[src/logic/p3_params.svh]
`ifndef P3_PARAMS_SVH
`define P3_PARAMS_SVH

// Word address into one packet buffer, 512 words deep
`define P3_ADDR_WIDTH 9

// Width of one stored data word
`define P3_DATA_WIDTH 64

// Byte increment carried alongside each snooper write
`define P3_INC_WIDTH 8

// Running packet length in bytes
`define P3_PLEN_WIDTH 32

`endif

[src/logic/p3_pkg.sv]
`include "p3_params.svh"

package p3_pkg;

    typedef logic [`P3_ADDR_WIDTH-1:0] addr_t;
    typedef logic [`P3_DATA_WIDTH-1:0] data_t;
    typedef logic [`P3_INC_WIDTH-1:0]  inc_t;
    typedef logic [`P3_PLEN_WIDTH-1:0] plen_t;

    // Snooper side, write only
    typedef struct packed {
        addr_t addr;
        data_t wr_data;
        logic  wr_en;
        inc_t  byte_inc;
        logic  reset_len;
    } sn_req_t;

    // Forwarder side, read only
    typedef struct packed {
        addr_t addr;
        logic  rd_en;
    } fwd_req_t;

    // What a single buffer sees after routing
    typedef struct packed {
        addr_t addr;
        data_t wr_data;
        logic  wr_en;
        inc_t  byte_inc;
        logic  reset_len;
        logic  rd_en;
    } buf_req_t;

    typedef struct packed {
        data_t rd_data;
        logic  rd_data_vld;
        plen_t byte_len;
    } buf_rsp_t;

    typedef enum logic [1:0] {
        SEL_NONE = 2'd0,
        SEL_PING = 2'd1,
        SEL_PANG = 2'd2,
        SEL_PONG = 2'd3
    } buf_sel_e;

    typedef enum logic [1:0] {
        BUF_FREE     = 2'd0,
        BUF_FILLING  = 2'd1,
        BUF_FULL     = 2'd2,
        BUF_DRAINING = 2'd3
    } buf_state_e;

endpackage

[src/logic/muxes.sv]
`timescale 1ns/1ps

module muxes
    import p3_pkg::*;
(
    input  buf_sel_e sn_sel_i,
    input  buf_sel_e fwd_sel_i,
    input  sn_req_t  sn_req_i,
    input  fwd_req_t fwd_req_i,
    input  buf_rsp_t ping_rsp_i,
    input  buf_rsp_t pang_rsp_i,
    input  buf_rsp_t pong_rsp_i,
    output buf_req_t ping_req_o,
    output buf_req_t pang_req_o,
    output buf_req_t pong_req_o,
    output buf_rsp_t fwd_rsp_o
);

    // Build the request for one buffer, idle unless a side has selected it
    function automatic buf_req_t build_req(
        input buf_sel_e me,
        input buf_sel_e sn_sel,
        input sn_req_t  sn,
        input buf_sel_e fwd_sel,
        input fwd_req_t fwd
    );
        buf_req_t req;
        req = '0;
        if (sn_sel == me) begin
            req.addr      = sn.addr;
            req.wr_data   = sn.wr_data;
            req.wr_en     = sn.wr_en;
            req.byte_inc  = sn.byte_inc;
            req.reset_len = sn.reset_len;
        end
        // Controller never hands one buffer to both sides
        if (fwd_sel == me) begin
            req.addr  = fwd.addr;
            req.rd_en = fwd.rd_en;
        end
        return req;
    endfunction

    always_comb begin
        ping_req_o = build_req(SEL_PING, sn_sel_i, sn_req_i, fwd_sel_i, fwd_req_i);
        pang_req_o = build_req(SEL_PANG, sn_sel_i, sn_req_i, fwd_sel_i, fwd_req_i);
        pong_req_o = build_req(SEL_PONG, sn_sel_i, sn_req_i, fwd_sel_i, fwd_req_i);
    end

    // Zero response when the forwarder holds nothing
    always_comb begin
        case (fwd_sel_i)
            SEL_PING: fwd_rsp_o = ping_rsp_i;
            SEL_PANG: fwd_rsp_o = pang_rsp_i;
            SEL_PONG: fwd_rsp_o = pong_rsp_i;
            default:  fwd_rsp_o = '0;
        endcase
    end

endmodule

[config.mk]
export PLATFORM = sky130hd
export DESIGN_NAME = muxes
export DESIGN_NICKNAME = d
export VERILOG_FILES = /design/src/logic/p3_pkg.sv /design/src/logic/muxes.sv
export VERILOG_INCLUDE_DIRS = /design/src /design/src/logic
export SDC_FILE = /design/constraint.sdc
export NUM_CORES = 1
export LEC_CHECK = 0
export BUFFER_PORTS_ARGS = -buffer_cell sky130_fd_sc_hd__buf_2
export CORE_AREA = 5 5 285 287
export DETAILED_ROUTE_END_ITERATION = 10
export DIE_AREA = 0 0 290 292
export PLACE_DENSITY = 0.3
export SLEW_MARGIN = 40
export SYNTH_ARGS = -nofsm -noshare
export SYNTH_HDL_FRONTEND = slang
export SYNTH_SLANG_ARGS = --single-unit
[constraint.sdc]
create_clock -name vclk -period 2.6
set_input_delay 0.78 -clock vclk [all_inputs]
set_output_delay 0.78 -clock vclk [all_outputs]
set_load 0.1 [all_outputs]
==> results.txt <==
result of the run = finished, violations left
violated checks = setup timing
Switching Fraction = 0.603
Power Dens Cells = 306 nW/um2
max-cap viol count = 0
area growth from synthesis to layout = 299%
Seq cells = 0
crit-path most repeated cell = buf_16
final wirelength = 52400 um
total number of placement rows = 103
vias in the first global route = 8589
transition at the pin with the smallest max-transition slack = 379 ps
endpoints failing hold = 0
Slowest-stage cell, CP = mux2_2
Critical Path Source = fwd_sel_i[1]
final net count = 1704
total setup violations reported at the end of the flow = 169
Leak = 7.97 nW
Core Area = 78400 um2
DR WL/cell = 22.1 um
chip height = 292 um
smallest setup slack after layout = -85.8 ps
capturing instance or port of the critical path = fwd_rsp_o[16]
area taken by flip-flops and latches = 0 um2
most area-consuming cells after synthesis = and2_1, mux2_2, a22o_1
Seq/Total Area, Yosys = 0
Mapped Area = 4300 um2
CTS Hold Bufs = 0
Total Die Area = 84700 um2
kind of cell adding the most delay to the critical path = buffers and inverters
Post-DP HPWL = 45000 um
Clock Buffer Count = 0
net switching power figure = 3.17 mW
largest net degree at the start of global routing = 55
total negative slack for setup checks = -5800 ps
buffers added on ports = 737
post-placement cell area = 16000 um2
Post-DRT Antenna Nets = 0
internal power of the cells = 2.08 mW
initial DRC count = 216
WHS = 1930 ps
router iterations before antenna repair = 4
relative slew slack = 0.748
number of buffers and inverters on the critical path = 3
RSZ-0062 raised after global routing = yes
count of pins on the block boundary = 737
cells along the critical path = buf_16 -> buf_16 -> mux2_2 -> a22o_4 -> buf_12
Comb power frac = 1.000
worst setup slack before clock tree synthesis = -250 ps
Netlist cell types = 17
routability congestion estimate from global placement = 0.859
final max-slew violation count = 0
drt drc = 0
via total after detailed routing = 7696
part of the power in the clock network = 0
Max stage delay on crit path = 360 ps
total routing usage reported by global routing = 0.113
synth warn = 0
initial antenna violation count = 27
largest fanout of any net on the critical path = 21
Tot Pwr = 5.25 mW
maximum vdd drop = 0.000107 V
mean area per synthesized cell = 7.72 um2
global-route wire length before repair = 71000 um
critical setup path kind = in2out
routed vias/inst = 3.24
ratio of cells with drive above 1 in the final layout = 0.967
aggregate global routing overflow = 0
class of the most critical hold timing path = in2out
max frequency = 0.372 GHz
data required time of the worst path = 1820 ps
syn nets = 945
Synth area leader = and2_1
Crit path arrival time = 1910 ps
count of cell instances traversed by the critical path = 5
number of standard cells after synthesis = 557
nature of the critical path startpoint = input port
Sequential Power Share = 0
Yosys top cell area share = 0.217
min cycle time layout = 2690 ps
final standard cell area without fillers = 17200 um2
kind of capture point of the worst setup path = output pin
starting density of the core = 0.0549
fraction of the cycle the final worst path needs = 1.03
Die W = 290 um
## Yosys cell counts, drive strengths merged, types with 2 or more instances
cell type,count
nor2,3
a31o,27
and3b,18
and2,149
buf,40
and3,83
nor2b,3
nand2b,2
a22o,97
mux2,97
clkbuf,36
## layout make-up
type                            count  area [um2]
Tap cell                         1050        1310
Antenna cell                       10        25.0
Inverter                            1        3.75
Fill cell                        8533       61200
Multi-Input combinational cell    480        5360
Timing Repair Buffer              833       10500
## layout by cell type (no fill, tap or decap), drive strengths merged
| master | n |
|---|---|
| diode | 10 |
| clkbuf | 6 |
| buf | 826 |
| and2 | 149 |
| a22o | 97 |
| a31o | 27 |
| nand2 | 1 |
| dlymetal6s2s | 1 |
| and3 | 83 |
| nor2 | 3 |
| nor2b | 3 |
| inv | 1 |
| and3b | 18 |
| nand2b | 2 |
| mux2 | 97 |
## per-layer routing
layer | vias to the layer above | GRT usage | share of wire
li1 | 3606 | - | -
met4 | 6 | 0.0107 | 0.012
met2 | 454 | 0.216 | 0.53
met3 | 40 | 0.0441 | 0.091
met5 | - | 0 | 0.00065
met1 | 3590 | 0.123 | 0.37
## per-stage QoR
stage | cells | util
floorplan | 557 | -
global placement | 2334 | 0.205
detailed placement | 2334 | 0.205
CTS | 2351 | 0.213
global route | 2368 | 0.219
finish | 2374 | 0.219
## worst min path at each step
stage,startpoint,to,slack [ps],cells after the start
finish,pang_rsp_i[85],fwd_rsp_o[85],1930,3
global route,pang_rsp_i[85],fwd_rsp_o[85],1940,3
CTS,pang_rsp_i[85],fwd_rsp_o[85],1930,3
detailed placement,pang_rsp_i[85],fwd_rsp_o[85],1930,3
global placement,pang_rsp_i[85],fwd_rsp_o[85],1930,3
floorplan,pang_rsp_i[85],fwd_rsp_o[85],1840,1
## cell families after synthesis
kind of cell	synth area share
AO/OA/AOI/OAI	0.253
buffers and inverters	0.0902
AND/OR/NAND/NOR	0.386
multiplexers	0.272
## power groups by stage
stage	Clock, mW	Sequential [mW]	Combinational, mW
6_report	0.000000527	0	5.25
5_1_grt	0.000000208	0	5.42
4_1_cts	0	0	5.23
3_5_place_dp	0	0	5.07
3_3_place_gp	0	0	5.06
2_1_floorplan	0	0	2.99
## repair_timing
item,CTS,global route
setup buffers,10,9
resized for setup,99,90
pin swaps,6,73
endpoints found under the setup margin,327,182
cloned,7,7
No activity file was read; power rests on OpenSTA's default activity.
