`config.mk`:
```
export PLATFORM = sky130hd
export DESIGN_NAME = p3ctrl
export DESIGN_NICKNAME = d
export VERILOG_FILES = /design/src/logic/p3_pkg.sv /design/src/logic/p3ctrl.sv
export VERILOG_INCLUDE_DIRS = /design/src /design/src/logic
export SDC_FILE = /design/constraint.sdc
export NUM_CORES = 1
export LEC_CHECK = 0
export ABC_AREA = 0
export BUFFER_PORTS_ARGS = -buffer_cell sky130_fd_sc_hd__buf_2
export CELL_PAD_IN_SITES_DETAIL_PLACEMENT = 0
export CELL_PAD_IN_SITES_GLOBAL_PLACEMENT = 2
export CORE_MARGIN = 2
export CORE_UTILIZATION = 35
export DETAILED_ROUTE_END_ITERATION = 10
export PLACE_DENSITY = 0.84
export SLEW_MARGIN = 20
export SYNTH_ARGS = -nofsm -noshare
export SYNTH_HDL_FRONTEND = slang
export SYNTH_SLANG_ARGS = --single-unit
```
`constraint.sdc`:
```
create_clock -name clk -period 4 [get_ports clk]
set_input_delay 0.4 -clock clk [delete_from_list [all_inputs] [get_ports clk]]
set_output_delay 0.4 -clock clk [all_outputs]
set_load 0.005 [all_outputs]
```
`src/logic/p3_params.svh`:
```
`ifndef P3_PARAMS_SVH
`define P3_PARAMS_SVH

// Word address into one packet buffer, 512 words deep
`define P3_ADDR_WIDTH 9

// Width of one stored data word
`define P3_DATA_WIDTH 64

// Byte increment carried alongside each snooper write
`define P3_INC_WIDTH 8

// Running packet length in bytes
`define P3_PLEN_WIDTH 32

`endif

```
`src/logic/p3_pkg.sv`:
```
`include "p3_params.svh"

package p3_pkg;

    typedef logic [`P3_ADDR_WIDTH-1:0] addr_t;
    typedef logic [`P3_DATA_WIDTH-1:0] data_t;
    typedef logic [`P3_INC_WIDTH-1:0]  inc_t;
    typedef logic [`P3_PLEN_WIDTH-1:0] plen_t;

    // Snooper side, write only
    typedef struct packed {
        addr_t addr;
        data_t wr_data;
        logic  wr_en;
        inc_t  byte_inc;
        logic  reset_len;
    } sn_req_t;

    // Forwarder side, read only
    typedef struct packed {
        addr_t addr;
        logic  rd_en;
    } fwd_req_t;

    // What a single buffer sees after routing
    typedef struct packed {
        addr_t addr;
        data_t wr_data;
        logic  wr_en;
        inc_t  byte_inc;
        logic  reset_len;
        logic  rd_en;
    } buf_req_t;

    typedef struct packed {
        data_t rd_data;
        logic  rd_data_vld;
        plen_t byte_len;
    } buf_rsp_t;

    typedef enum logic [1:0] {
        SEL_NONE = 2'd0,
        SEL_PING = 2'd1,
        SEL_PANG = 2'd2,
        SEL_PONG = 2'd3
    } buf_sel_e;

    typedef enum logic [1:0] {
        BUF_FREE     = 2'd0,
        BUF_FILLING  = 2'd1,
        BUF_FULL     = 2'd2,
        BUF_DRAINING = 2'd3
    } buf_state_e;

endpackage

```
`src/logic/p3ctrl.sv`:
```
`timescale 1ns/1ps

module p3ctrl
    import p3_pkg::*;
(
    input  logic     clk,
    input  logic     arst_n_i,
    input  logic     sn_start_i,
    input  logic     sn_done_i,
    input  logic     fwd_start_i,
    input  logic     fwd_done_i,
    output logic     rdy_for_sn_o,
    output logic     sn_done_ack_o,
    output logic     rdy_for_fwd_o,
    output logic     fwd_done_ack_o,
    output buf_sel_e sn_sel_o,
    output buf_sel_e fwd_sel_o
);

    // Buffer index 0 is ping, 1 is pang, 2 is pong
    buf_state_e state_q [3];
    logic [1:0] sn_idx_q;
    logic [1:0] fwd_idx_q;
    logic       sn_done_ack_q;
    logic       fwd_done_ack_q;

    logic sn_free;
    logic sn_filling;
    logic fwd_full;
    logic fwd_draining;

    function automatic logic [1:0] next_idx(input logic [1:0] idx);
        return (idx == 2'd2) ? 2'd0 : idx + 2'd1;
    endfunction

    function automatic buf_sel_e idx_to_sel(input logic [1:0] idx);
        buf_sel_e sel;
        case (idx)
            2'd0:    sel = SEL_PING;
            2'd1:    sel = SEL_PANG;
            default: sel = SEL_PONG;
        endcase
        return sel;
    endfunction

    assign sn_free      = (state_q[sn_idx_q] == BUF_FREE);
    assign sn_filling   = (state_q[sn_idx_q] == BUF_FILLING);
    assign fwd_full     = (state_q[fwd_idx_q] == BUF_FULL);
    assign fwd_draining = (state_q[fwd_idx_q] == BUF_DRAINING);

    always_ff @(posedge clk or negedge arst_n_i) begin
        if (!arst_n_i) begin
            for (int i = 0; i < 3; i++) begin
                state_q[i] <= BUF_FREE;
            end
            sn_idx_q       <= 2'd0;
            fwd_idx_q      <= 2'd0;
            sn_done_ack_q  <= 1'b0;
            fwd_done_ack_q <= 1'b0;
        end else begin
            sn_done_ack_q  <= sn_done_i && sn_filling;
            fwd_done_ack_q <= fwd_done_i && fwd_draining;

            // Snooper side of the rotation
            if (sn_start_i && sn_free) begin
                state_q[sn_idx_q] <= BUF_FILLING;
            end
            if (sn_done_i && sn_filling) begin
                state_q[sn_idx_q] <= BUF_FULL;
                sn_idx_q          <= next_idx(sn_idx_q);
            end

            // Forwarder follows in the same order, so packets leave in fill order
            if (fwd_start_i && fwd_full) begin
                state_q[fwd_idx_q] <= BUF_DRAINING;
            end
            if (fwd_done_i && fwd_draining) begin
                state_q[fwd_idx_q] <= BUF_FREE;
                fwd_idx_q          <= next_idx(fwd_idx_q);
            end
        end
    end

    assign rdy_for_sn_o   = sn_free;
    assign rdy_for_fwd_o  = fwd_full;
    assign sn_done_ack_o  = sn_done_ack_q;
    assign fwd_done_ack_o = fwd_done_ack_q;

    // Snooper also steers on its start cycle so the length clear reaches the buffer
    assign sn_sel_o  = (sn_filling || (sn_start_i && sn_free)) ?
                       idx_to_sel(sn_idx_q) : SEL_NONE;
    assign fwd_sel_o = fwd_draining ? idx_to_sel(fwd_idx_q) : SEL_NONE;

endmodule

```
==> results of run 1 <==
power by group through the flow:
stage | clock [W] | sequential [W] | combinational, W
floorplan | 0 | 0.000233 | 0.000327
global placement | 0 | 0.000269 | 0.000384
detailed placement | 0 | 0.000272 | 0.000387
CTS | 0.0000985 | 0.000271 | 0.000388
global route | 0.000107 | 0.000285 | 0.000429
finish | 0.0000968 | 0.000272 | 0.000381
final cells by class:
| class | count | area, sq um |
|---|---|---|
| Timing Repair Buffer | 14 | 75.1 |
| Clock buffer | 4 | 36.3 |
| Tap cell | 27 | 33.8 |
| Multi-Input combinational cell | 60 | 443 |
| Inverter | 3 | 11.3 |
| Fill cell | 217 | 1120 |
| Sequential cell | 12 | 300 |
state kept, by name, summed over array words and instances, names as in the netlist:
register,flops
sn_done_ack_o,1
state_q,6
sn_idx_q,2
fwd_idx_q,2
fwd_done_ack_o,1
routing by layer:
layer  global-route usage, %  vias up  routed length [um]
li1                        -      318                   -
met1                    18.9      292                 801
met2                    21.9       14                 715
met3                    4.68        2                  70
met4                    2.70        0                   8
met5                       0        -                   0
synthesized netlist by cell type:
| cell | number |
|---|---|
| nand3_4 | 1 |
| nor2_1 | 6 |
| nor3_1 | 3 |
| nor4_1 | 1 |
| nand3_1 | 3 |
| or3_1 | 1 |
| o21a_1 | 1 |
| and2_1 | 1 |
| nand2b_1 | 2 |
| and2b_1 | 1 |
| and2b_4 | 1 |
| o2bb2ai_1 | 2 |
| dfrtp_1 | 12 |
| a21bo_2 | 1 |
| or2_2 | 1 |
| mux2i_1 | 4 |
| a21bo_1 | 1 |
| nand2_1 | 4 |
| a21o_1 | 1 |
| inv_1 | 3 |
| o2bb2ai_4 | 1 |
| a21oi_1 | 6 |
| buf_6 | 1 |
| nor2b_1 | 2 |
| nor3b_1 | 2 |
| o2bb2ai_2 | 2 |
| and3_1 | 2 |
| buf_2 | 1 |
| nand4_2 | 1 |
| o22a_1 | 4 |
| nor4b_1 | 1 |
| o21ai_1 | 1 |
| mux2_2 | 1 |
| o21ai_0 | 2 |
worst max-delay path: cells and delay by family (launching register included):
kind,cells,cell delay [ns]
flops,1,0.57
simple gates,1,0.06
mux,1,0.36
compound gates,2,0.40
buf+inv,1,0.12
per-stage QoR:
stage | hold WS [ns] | instance area (sq um) | cells
after floorplan | 0.104 | 771 | 77
after global routing | 0.420 | 900 | 120
after detailed placement | 0.288 | 853 | 115
final | 0.422 | 900 | 120
after global placement | 0.291 | 853 | 115
after CTS | 0.418 | 900 | 120
path summary, 6_finish.rpt:
path                       slack [ns]         from  cells past startpoint      endpoint
setup / recovery                 1.82  sn_idx_q[1]                      5   sn_sel_o[1]
hold / removal                   0.42    sn_done_i                      3   sn_idx_q[0]
setup reg to reg                 2.47  sn_idx_q[1]                      4   sn_idx_q[1]
hold reg to reg                  0.61   state_q[1]                      1    state_q[1]
max in group asynchronous        3.27     arst_n_i                      2  fwd_idx_q[1]
min in group asynchronous        0.52     arst_n_i                      2    state_q[4]
logic make-up (layout without fill, tap and decap cells):
family | Yosys count | after routing
mux | 5 | 5
flops | 12 | 12
simple gates | 33 | 33
buf+inv | 5 | 21
compound gates | 22 | 22
==> impl_results.md, run 1 <==
- CP peak stage delay: 0.57 ns
- Sequential area share after synthesis: 39.0%
- Leak: 0.423 nW
- VDD IR max: 375 uV
- Clock Sinks: 12
- Relative slew slack: 73.6%
- Synth Net Count: 83
- Crit start category: register
- DIE HEIGHT: 50.9 um
- CTS Hold Buffers Added: 1
- CTS root buffer: clkbuf_4
- Vias per std cell: 5.22
- Hold crit path type: in -> reg
- Post-Syn Instances: 77
- Slew Viols, Final: 0
- Bufs on Longest Clock Path: 2
- Post-CTS Setup Bufs: 0
- Initial Utilization: 38.1%
- Post-Synth XOR/XNOR Area: 0%
- Unique masters post-synth: 34
- Pint: 0.000426 W
- PnR worst setup slack: 1.82 ns
- Sequential share of power: 36.3%
- Commonest cells after routing, fill and taps aside: 13 x buf_2, 12 x dfrtp_1, 6 x a21oi_1, 6 x nor2_1
- Max-Cap Viols: 0
- Switching share of power: 43.2%
- Comb pwr share: 50.8%
- Power Total: 0.000749 W
- Syn_area_per_cell: 10.0 sq um
- Post-synthesis mux area share: 6.66%
- Complex-gate fraction of the synthesized area: 24.7%
- Number of port buffers: 13
- Largest net degree at the start of global routing: 14
- Resize count post-CTS: 0
- Fin Setup TNS: 0 ns
- Post-synth top area share: 39.0%
- Pwr/cell area: 833 mW/mm^2
- Worst setup EP type: output port
- Tmin final: 2.18 ns
- CTS buffer count: 3
- Reg clk slew, reported paths: 0.07 ns
- Arrival time worst endpoint: 1.78 ns
- Nets: 100
- Post-DP HPWL: 1.21 mm
- Gp weighted congestion: 0.769
- P&R area growth vs syn: 16.7%
- # DRC: 0
- Die area: 0.00259 sq mm
- Worst skew pair latency: 0.28 ns
- Worst-path cell chain: mux2i_1 -> o2bb2ai_2 -> o21ai_0 -> nor2_1 -> buf_2
- Worst-Margin Slew: 0.396 ns
- Critical Path Fanout Max: 13
- Yosys top cell by area: dfrtp_1
- Routed via count: 626
- Drt first pass iters: 4
- DRT antenna net count: 0
- Pre-CTS setup slack: 2.12 ns
- Crit Path Class: reg -> out
- First-pass GRT wire length: 2.71 mm
- I/O pin cnt: 14
- Layout Utilization: 44.5%
- Simple-Gate Fraction of Synth Area: 26.1%
- Layout cells sized above 1: 28.0%
- Tcrit/Tclk final: 54.6%
- Initial antenna violation count: 0
- Yosys Warn Count: 0
- Worst clock skew: 0.00122 ns
- CTS tree: built
- RSZ-0062 raised after global routing: false
- Num rows: 16
- Number of global-route vias before repair: 567
- Avg WL per Cell: 13.3 um
- Netlist Area Pre-Place: 771 sq um
- Worst Path Required: 3.60 ns
- Core area: 0.00202 sq mm
- Status: finished clean
- DR iter-0 viols: 7
- Post-synthesis adder-cell area fraction: 0%
- Fin. Hold Viols: 0
- Fmax: 0.458 GHz
- Main combinational cell family by area after synthesis: simple AND/OR/NAND/NOR gates
- Register bit total from synthesis: 12
- GRT Overall Usage: 14.0%
- Total gr overflow: 0
- H-Tree Depth: 1
- Diode count: 0
- Total wire length: 1.60 mm
- Die width: 50.9 um
- Clock power frac: 12.9%
- Final setup viols: 0
- Commonest non-fill, non-tap cell in the layout: buf_2
- Critical path's slowest cell: dfrtp_1
- Net Sw Power: 0.000323 W
- Synth top area cells: dfrtp_1 39%, mux2i_1 5.2%, o22a_1 4.5%
Note: power is estimated with default switching activity, not from simulation.
==> inputs of run 2 (changes only) <==
--- a/config.mk
+++ b/config.mk
@@ -6,14 +6,14 @@
 export SDC_FILE = /design/constraint.sdc
 export NUM_CORES = 1
 export LEC_CHECK = 0
-export ABC_AREA = 0
+export ABC_AREA = 1
 export BUFFER_PORTS_ARGS = -buffer_cell sky130_fd_sc_hd__buf_2
 export CELL_PAD_IN_SITES_DETAIL_PLACEMENT = 0
 export CELL_PAD_IN_SITES_GLOBAL_PLACEMENT = 2
 export CORE_MARGIN = 2
-export CORE_UTILIZATION = 35
+export CORE_UTILIZATION = 28
 export DETAILED_ROUTE_END_ITERATION = 10
-export PLACE_DENSITY = 0.84
+export PLACE_DENSITY = 0.78
 export SLEW_MARGIN = 20
 export SYNTH_ARGS = -nofsm -noshare
 export SYNTH_HDL_FRONTEND = slang
==> constraint.sdc (replaced) <==
create_clock -name clk -period 2.1 [get_ports clk]
set_input_delay 0.21 -clock clk [delete_from_list [all_inputs] [get_ports clk]]
set_output_delay 0.21 -clock clk [all_outputs]
set_load 0.005 [all_outputs]
==> run 2 against run 1 <==
Total power is 49% lower. Critical path depth is 1 higher. Register-to-register slack worse by 1.9 ns. Worst hold slack worse by 0.19 ns. Combinational power is 96% lower. Utilization is 8.4 points lower. First-iteration DRC count is 43% higher. Count of clock-buffer cells in the layout is 1 lower. Design area is 8.8% lower. Via count is 6.7% higher. Die area is 11% higher. Sequential power is 15% lower. Critical path type unchanged. Critical endpoint unchanged. Highest routed layer unchanged.
==> impl_results.md, run 2 <==
- Layout cells sized above 1: 20.4%
- Slew Viols, Final: 0
- Bufs on Longest Clock Path: 2
- Critical Path Fanout Max: 6
- Number of port buffers: 13
- Hold crit path type: in -> reg
- Ys flop type: dfrtp_1
- Design Area, Final: 821 sq um
- Worst skew pair latency: 0.27 ns
- WL met3: 63 um
- Drt first pass iters: 4
- CTS buffer count: 3
- Register bit total from synthesis: 12
- Die width: 53.6 um
- Largest net degree at the start of global routing: 13
- CTS root buffer: clkbuf_4
- Core area: 0.00228 sq mm
- Commonest non-fill, non-tap cell in the layout: nand2_1
- Clock Sinks: 12
- DRT antenna net count: 0
- Count leader, synth: nand2_1
- DR iter-0 viols: 10
- Sequential area share after synthesis: 43.6%
- H-Tree Depth: 1
- Yosys top cell by area: dfrtp_1
- Reg clk slew, reported paths: 0.06 ns
- Die area: 0.00287 sq mm
- Fmax: 0.541 GHz
- Power Total: 0.000385 W
- Worst clock skew: 0.00706 ns
- Post-synth top area share: 43.6%
- Relative slew slack: 75.4%
- Hold path cells: 3
- Placed Area: 788 sq um
- I/O pin cnt: 14
- DIE HEIGHT: 53.6 um
- Yosys Warn Count: 0
- VDD IR max: 306 uV
- Biggest regs: state_q x6, fwd_idx_q x2, sn_idx_q x2
- Resize count post-CTS: 0
- Diode count: 0
- Max layer used: met4
- Clock power frac: 35.5%
- Vias per std cell: 4.74
- Syn_area_per_cell: 7.17 sq um
- Routed via count: 668
- Tcrit/Tclk final: 87.9%
- Nets: 121
- CTS Hold Buffers Added: 1
- Total wire length: 1.64 mm
- First-pass GRT wire length: 2.86 mm
- # DRC: 0
- Synth Net Count: 102
- Fin. Hold Viols: 0
- Gp weighted congestion: 0.762
- Worst-Margin Slew: 0.368 ns
- Crit path from: sn_idx_q[0]
- Switching share of power: 20.9%
- Max-Cap Viols: 0
- Unique masters post-synth: 14
- Initial antenna violation count: 0
- Critical path's slowest cell: dfrtp_1
- Number of global-route vias before repair: 635
- Number of synthesized flops with an enable pin: 0
- Netlist Area Pre-Place: 688 sq um
- Post-DP HPWL: 1.31 mm
- Post-Syn Instances: 96
- P&R area growth vs syn: 19.3%
- CP peak stage delay: 0.41 ns
- Comb pwr share: 4.5%
- Arrival time worst endpoint: 1.64 ns
- Hold path startpoint: sn_done_i
- Crit start category: register
- Status: finished clean
- Crit Path Class: reg -> out
- FF-to-FF Start: sn_idx_q[0]
- Largest Register: state_q
- Num rows: 17
- Leak: 0.486 nW
- Worst Path Required: 1.89 ns
- Max FFs per register: 6
- Commonest cells after routing, fill and taps aside: 18 x nand2_1, 15 x inv_1, 14 x nor2_1, 14 x nand3_1, 13 x buf_2
- Post-CTS Setup Bufs: 0
- Initial Utilization: 30.2%
- Avg WL per Cell: 11.6 um
- GRT Overall Usage: 14.4%
- Synth async-reset ratio: 100%
- Pint: 0.000304 W
- Net Sw Power: 0.0000805 W
- Pwr/cell area: 469 mW/mm^2
- Total gr overflow: 0
- Worst setup EP type: output port
- RSZ-0062 raised after global routing: false
- Synth top area cells: dfrtp_1 44%, nand3_1 10%, nand2_1 9.8%
- Final setup viols: 0
- Sequential share of power: 60.0%
- Worst-path cell chain: nor2_1 -> nand2_1 -> nand3_2 -> o21ai_0 -> nor2_1 -> buf_2
- Fin Setup TNS: 0 ns
- DRT met1 WL: 778 um
- CTS tree: built
- Commonest cells in the netlist: 18 x nand2_1, 15 x inv_1, 14 x nand3_1, 14 x nor2_1, 12 x dfrtp_1
- R2R cell count: 6
- Most Frequent Cell on Critical Path: nor2_1
- Tmin final: 1.85 ns
- Routed wl met2: 746 um
-- run 2: final cells by class --
class | count | area, sq um
fillers | 259 | 1460
multi-input cells | 67 | 324
flip-flops and latches | 12 | 300
repair buffers | 14 | 75.1
inverters | 17 | 63.8
well taps | 28 | 35.0
clock buffers | 3 | 22.5
-- run 2: routing by layer --
metal,up-vias,global-route usage (%)
met5,-,0
met4,0,8.97
met3,6,2.78
met2,14,21.6
met1,301,19.0
li1,347,-
-- run 2: worst max-delay path, delay by kind of cell (launching register included) --
family,cells,cell delay (ns)
AND/OR/NAND/NOR,4,0.72
buffers and inverters,1,0.12
AO/OA/AOI/OAI,1,0.11
flip-flops,1,0.41
-- run 2: kinds of logic after synthesis --
kind of cell / synth area share [%]
compound gates: 8.91
simple gates: 38.2
flops: 43.6
buf+inv: 9.27
-- run 2: power groups by stage --
stage,clock network [W],registers [W],logic (W)
3_5_place_dp,0,0.000235,0.0000162
3_3_place_gp,0,0.000235,0.0000160
2_1_floorplan,0,0.000236,0.00000327
5_1_grt,0.000156,0.000231,0.0000198
4_1_cts,0.000144,0.000231,0.0000177
6_report,0.000137,0.000231,0.0000171
-- run 2: through the flow --
step	util [%]	setup WS (ns)	cells	hold slack [ns]
after detailed placement	34.6	0.552	137	0.104
final	36.1	0.253	141	0.237
after global placement	34.6	0.485	137	0.100
after global routing	36.1	0.0982	141	0.251
after floorplan	-	0.833	96	-0.0856
after CTS	36.1	0.252	141	0.230
-- run 2: worst paths after layout --
path | endpoint | slack [ns]
worst min register to register | state_q[3] | 0.55
worst min-delay path | sn_done_ack_o | 0.24
worst max register to register | state_q[4] | 0.56
min in group asynchronous | state_q[2] | 0.34
worst max-delay path | sn_sel_o[1] | 0.25
max in group asynchronous | fwd_done_ack_o | 1.54
==> inputs of run 3 (changes only) <==
--- a/config.mk
+++ b/config.mk
@@ -6,14 +6,13 @@
 export SDC_FILE = /design/constraint.sdc
 export NUM_CORES = 1
 export LEC_CHECK = 0
-export ABC_AREA = 1
-export BUFFER_PORTS_ARGS = -buffer_cell sky130_fd_sc_hd__buf_2
+export BUFFER_PORTS_ARGS = -buffer_cell sky130_fd_sc_hd__buf_4
 export CELL_PAD_IN_SITES_DETAIL_PLACEMENT = 0
 export CELL_PAD_IN_SITES_GLOBAL_PLACEMENT = 2
 export CORE_MARGIN = 2
-export CORE_UTILIZATION = 28
+export CORE_UTILIZATION = 33
 export DETAILED_ROUTE_END_ITERATION = 10
-export PLACE_DENSITY = 0.78
+export PLACE_DENSITY = 0.8
 export SLEW_MARGIN = 20
 export SYNTH_ARGS = -nofsm -noshare
 export SYNTH_HDL_FRONTEND = slang
==> run 3 against run 2 <==
Via count down 5.1%. Clock power about the same. Worst setup slack worse by 0.026 ns. Worst hold slack worse by 0.025 ns. Routed wire length down 4.6%. Critical path depth down 1. Combinational power rose to 46 times the previous value. Utilization up 5.8 points. Largest cell class unchanged. Largest power group is now combinational logic. Final cell count down 15%. Clock skew up 0.0035 ns.
==> impl_results.md, run 3 (synthesis gave the netlist of run 1 again) <==
- I/O pin cnt: 14
- Hold Path Sink: sn_idx_q[0]
- Initial antenna violation count: 0
- Reg clk slew, reported paths: 0.07 ns
- Clock power frac: 9.5%
- Arrival time worst endpoint: 1.66 ns
- Fmax: 0.534 GHz
- CTS tree: built
- DR iter-0 viols: 7
- Worst clock skew: 0.0105 ns
- Gp weighted congestion: 0.749
- Total gr overflow: 0
- Num rows: 17
- Die width: 52.3 um
- # DRC: 0
- Avg WL per Cell: 13.0 um
- First-pass GRT wire length: 2.70 mm
- Fin Setup TNS: 0 ns
- Nets: 100
- Worst skew pair latency: 0.27 ns
- Relative slew slack: 79.7%
- Commonest cells after routing, fill and taps aside: 13 x buf_4, 10 x dfrtp_1, 6 x a21oi_1, 6 x nor2_1
- Crit start category: register
- Power Total: 0.00145 W
- R2R cell count: 4
- GRT Overall Usage: 13.4%
- Worst R2R End: sn_idx_q[1]
- Slew Viols, Final: 0
- Leak: 0.419 nW
- Commonest non-fill, non-tap cell in the layout: buf_4
- H-Tree Depth: 1
- Routed via count: 634
- Status: finished clean
- Number of global-route vias before repair: 600
- DRT antenna net count: 0
- Number of port buffers: 13
- RSZ-0062 raised after global routing: false
- Die area: 0.00274 sq mm
- Drt first pass iters: 4
- Diode count: 0
- Core area: 0.00221 sq mm
- VDD IR max: 622 uV
- Comb pwr share: 54.3%
- Largest net degree at the start of global routing: 14
- Initial Utilization: 34.8%
- Tmin final: 1.87 ns
- Hold path startpoint: sn_done_i
- Bufs on Longest Clock Path: 2
- Sequential share of power: 36.2%
- Crit Path Class: reg -> out
- Fin. Hold Viols: 0
- Tcrit/Tclk final: 89.2%
- FF-to-FF Start: sn_idx_q[1]
- Final setup viols: 0
- Critical Path Fanout Max: 13
- Worst-Margin Slew: 0.300 ns
- Hold path cells: 3
- Max FFs per register: 6
- Biggest regs: state_q x6, fwd_idx_q x2, sn_idx_q x2
- Hold crit path type: in -> reg
- Reg-to-reg setup timing slack: 0.65 ns
- Pwr/cell area: 1560 mW/mm^2
- Layout cells sized above 1: 30.4%
- Total wire length: 1.56 mm
- Largest Register: state_q
- Post-DP HPWL: 1.15 mm
- Net Sw Power: 0.000616 W
- DIE HEIGHT: 52.3 um
- Vias per std cell: 5.28
- Switching share of power: 42.6%
- Max-Cap Viols: 0
- CTS buffer count: 3
- Clock Sinks: 12
- CTS root buffer: clkbuf_4
- P&R area growth vs syn: 20.1%
- Worst Path Required: 1.89 ns
- Pint: 0.000829 W
- Worst setup EP type: output port
==> run 3: cell types whose count changed in the layout (fill, tap and decap cells not counted), moves of 4 or more <==
cell     delta
nand3_1    -11
buf_2      -13
inv_1      -12
nand2_1    -14
o22a_1      +4
nor2_1      -8
buf_4      +13
==> run 3: how the worst max path moves through the flow <==
stage                startpoint     endpoint  slack, ns  cells past startpoint
global route        sn_idx_q[1]  sn_sel_o[1]       0.03                      5
finish              sn_idx_q[1]  sn_sel_o[1]       0.23                      5
CTS                 sn_idx_q[1]  sn_sel_o[1]        0.1                      5
global placement    sn_idx_q[1]  sn_sel_o[1]       0.44                      5
detailed placement  sn_idx_q[1]  sn_sel_o[1]       0.40                      5
floorplan           sn_idx_q[1]   state_q[4]       0.76                      5
==> run 3: power by group through the flow <==
stage / Combinational, W / Sequential [W] / Clock (W)
floorplan: 0.000623 / 0.000443 / 0
global placement: 0.000785 / 0.000514 / 0
detailed placement: 0.000787 / 0.000511 / 0
CTS: 0.000790 / 0.000510 / 0.000143
global route: 0.000884 / 0.000545 / 0.000151
finish: 0.000785 / 0.000523 / 0.000137
==> run 3: metal layers <==
metal	GRT usage, %	part of all wire, %	up-vias
met5	0	0	-
met4	3.85	1.2	0
met3	5.71	5.6	4
met2	21.3	45	13
met1	16.5	48	305
li1	-	-	312
==> run 3: area by class of cell <==
cell class / count / area [sq um]
clock buffer: 3 / 22.5
timing repair buffer: 14 / 108
tap: 28 / 35.0
sequential: 12 / 303
fill: 220 / 1290
inverter: 3 / 11.3
multi-input combinational: 60 / 447
==> run 3: stage by stage <==
stage / worst slack (ns) / instances / util (%) / hold WS, ns / instance area (sq um)
floorplan: 0.757 / 77 / - / -0.0856 / 771
global placement: 0.444 / 116 / 40.1 / 0.0605 / 887
detailed placement: 0.397 / 116 / 40.1 / 0.0594 / 887
CTS: 0.0957 / 120 / 41.6 / 0.218 / 920
global route: 0.0281 / 120 / 41.9 / 0.232 / 926
finish: 0.227 / 120 / 41.9 / 0.212 / 926
==> run 3: worst max-delay path: stages, from the launching register on <==
cell       delay (ns)
dfrtp_2          0.49
mux2i_2          0.32
o2bb2ai_2        0.16
o21ai_0          0.23
nor2_1           0.07
buf_4            0.13
==> run 3: what timing repair did <==
item	CTS	global route
endpoints found under the hold margin	12	0
buffers inserted	0	0
hold buffers	1	0
setup endpoints to repair	0	2
resized for setup	0	3
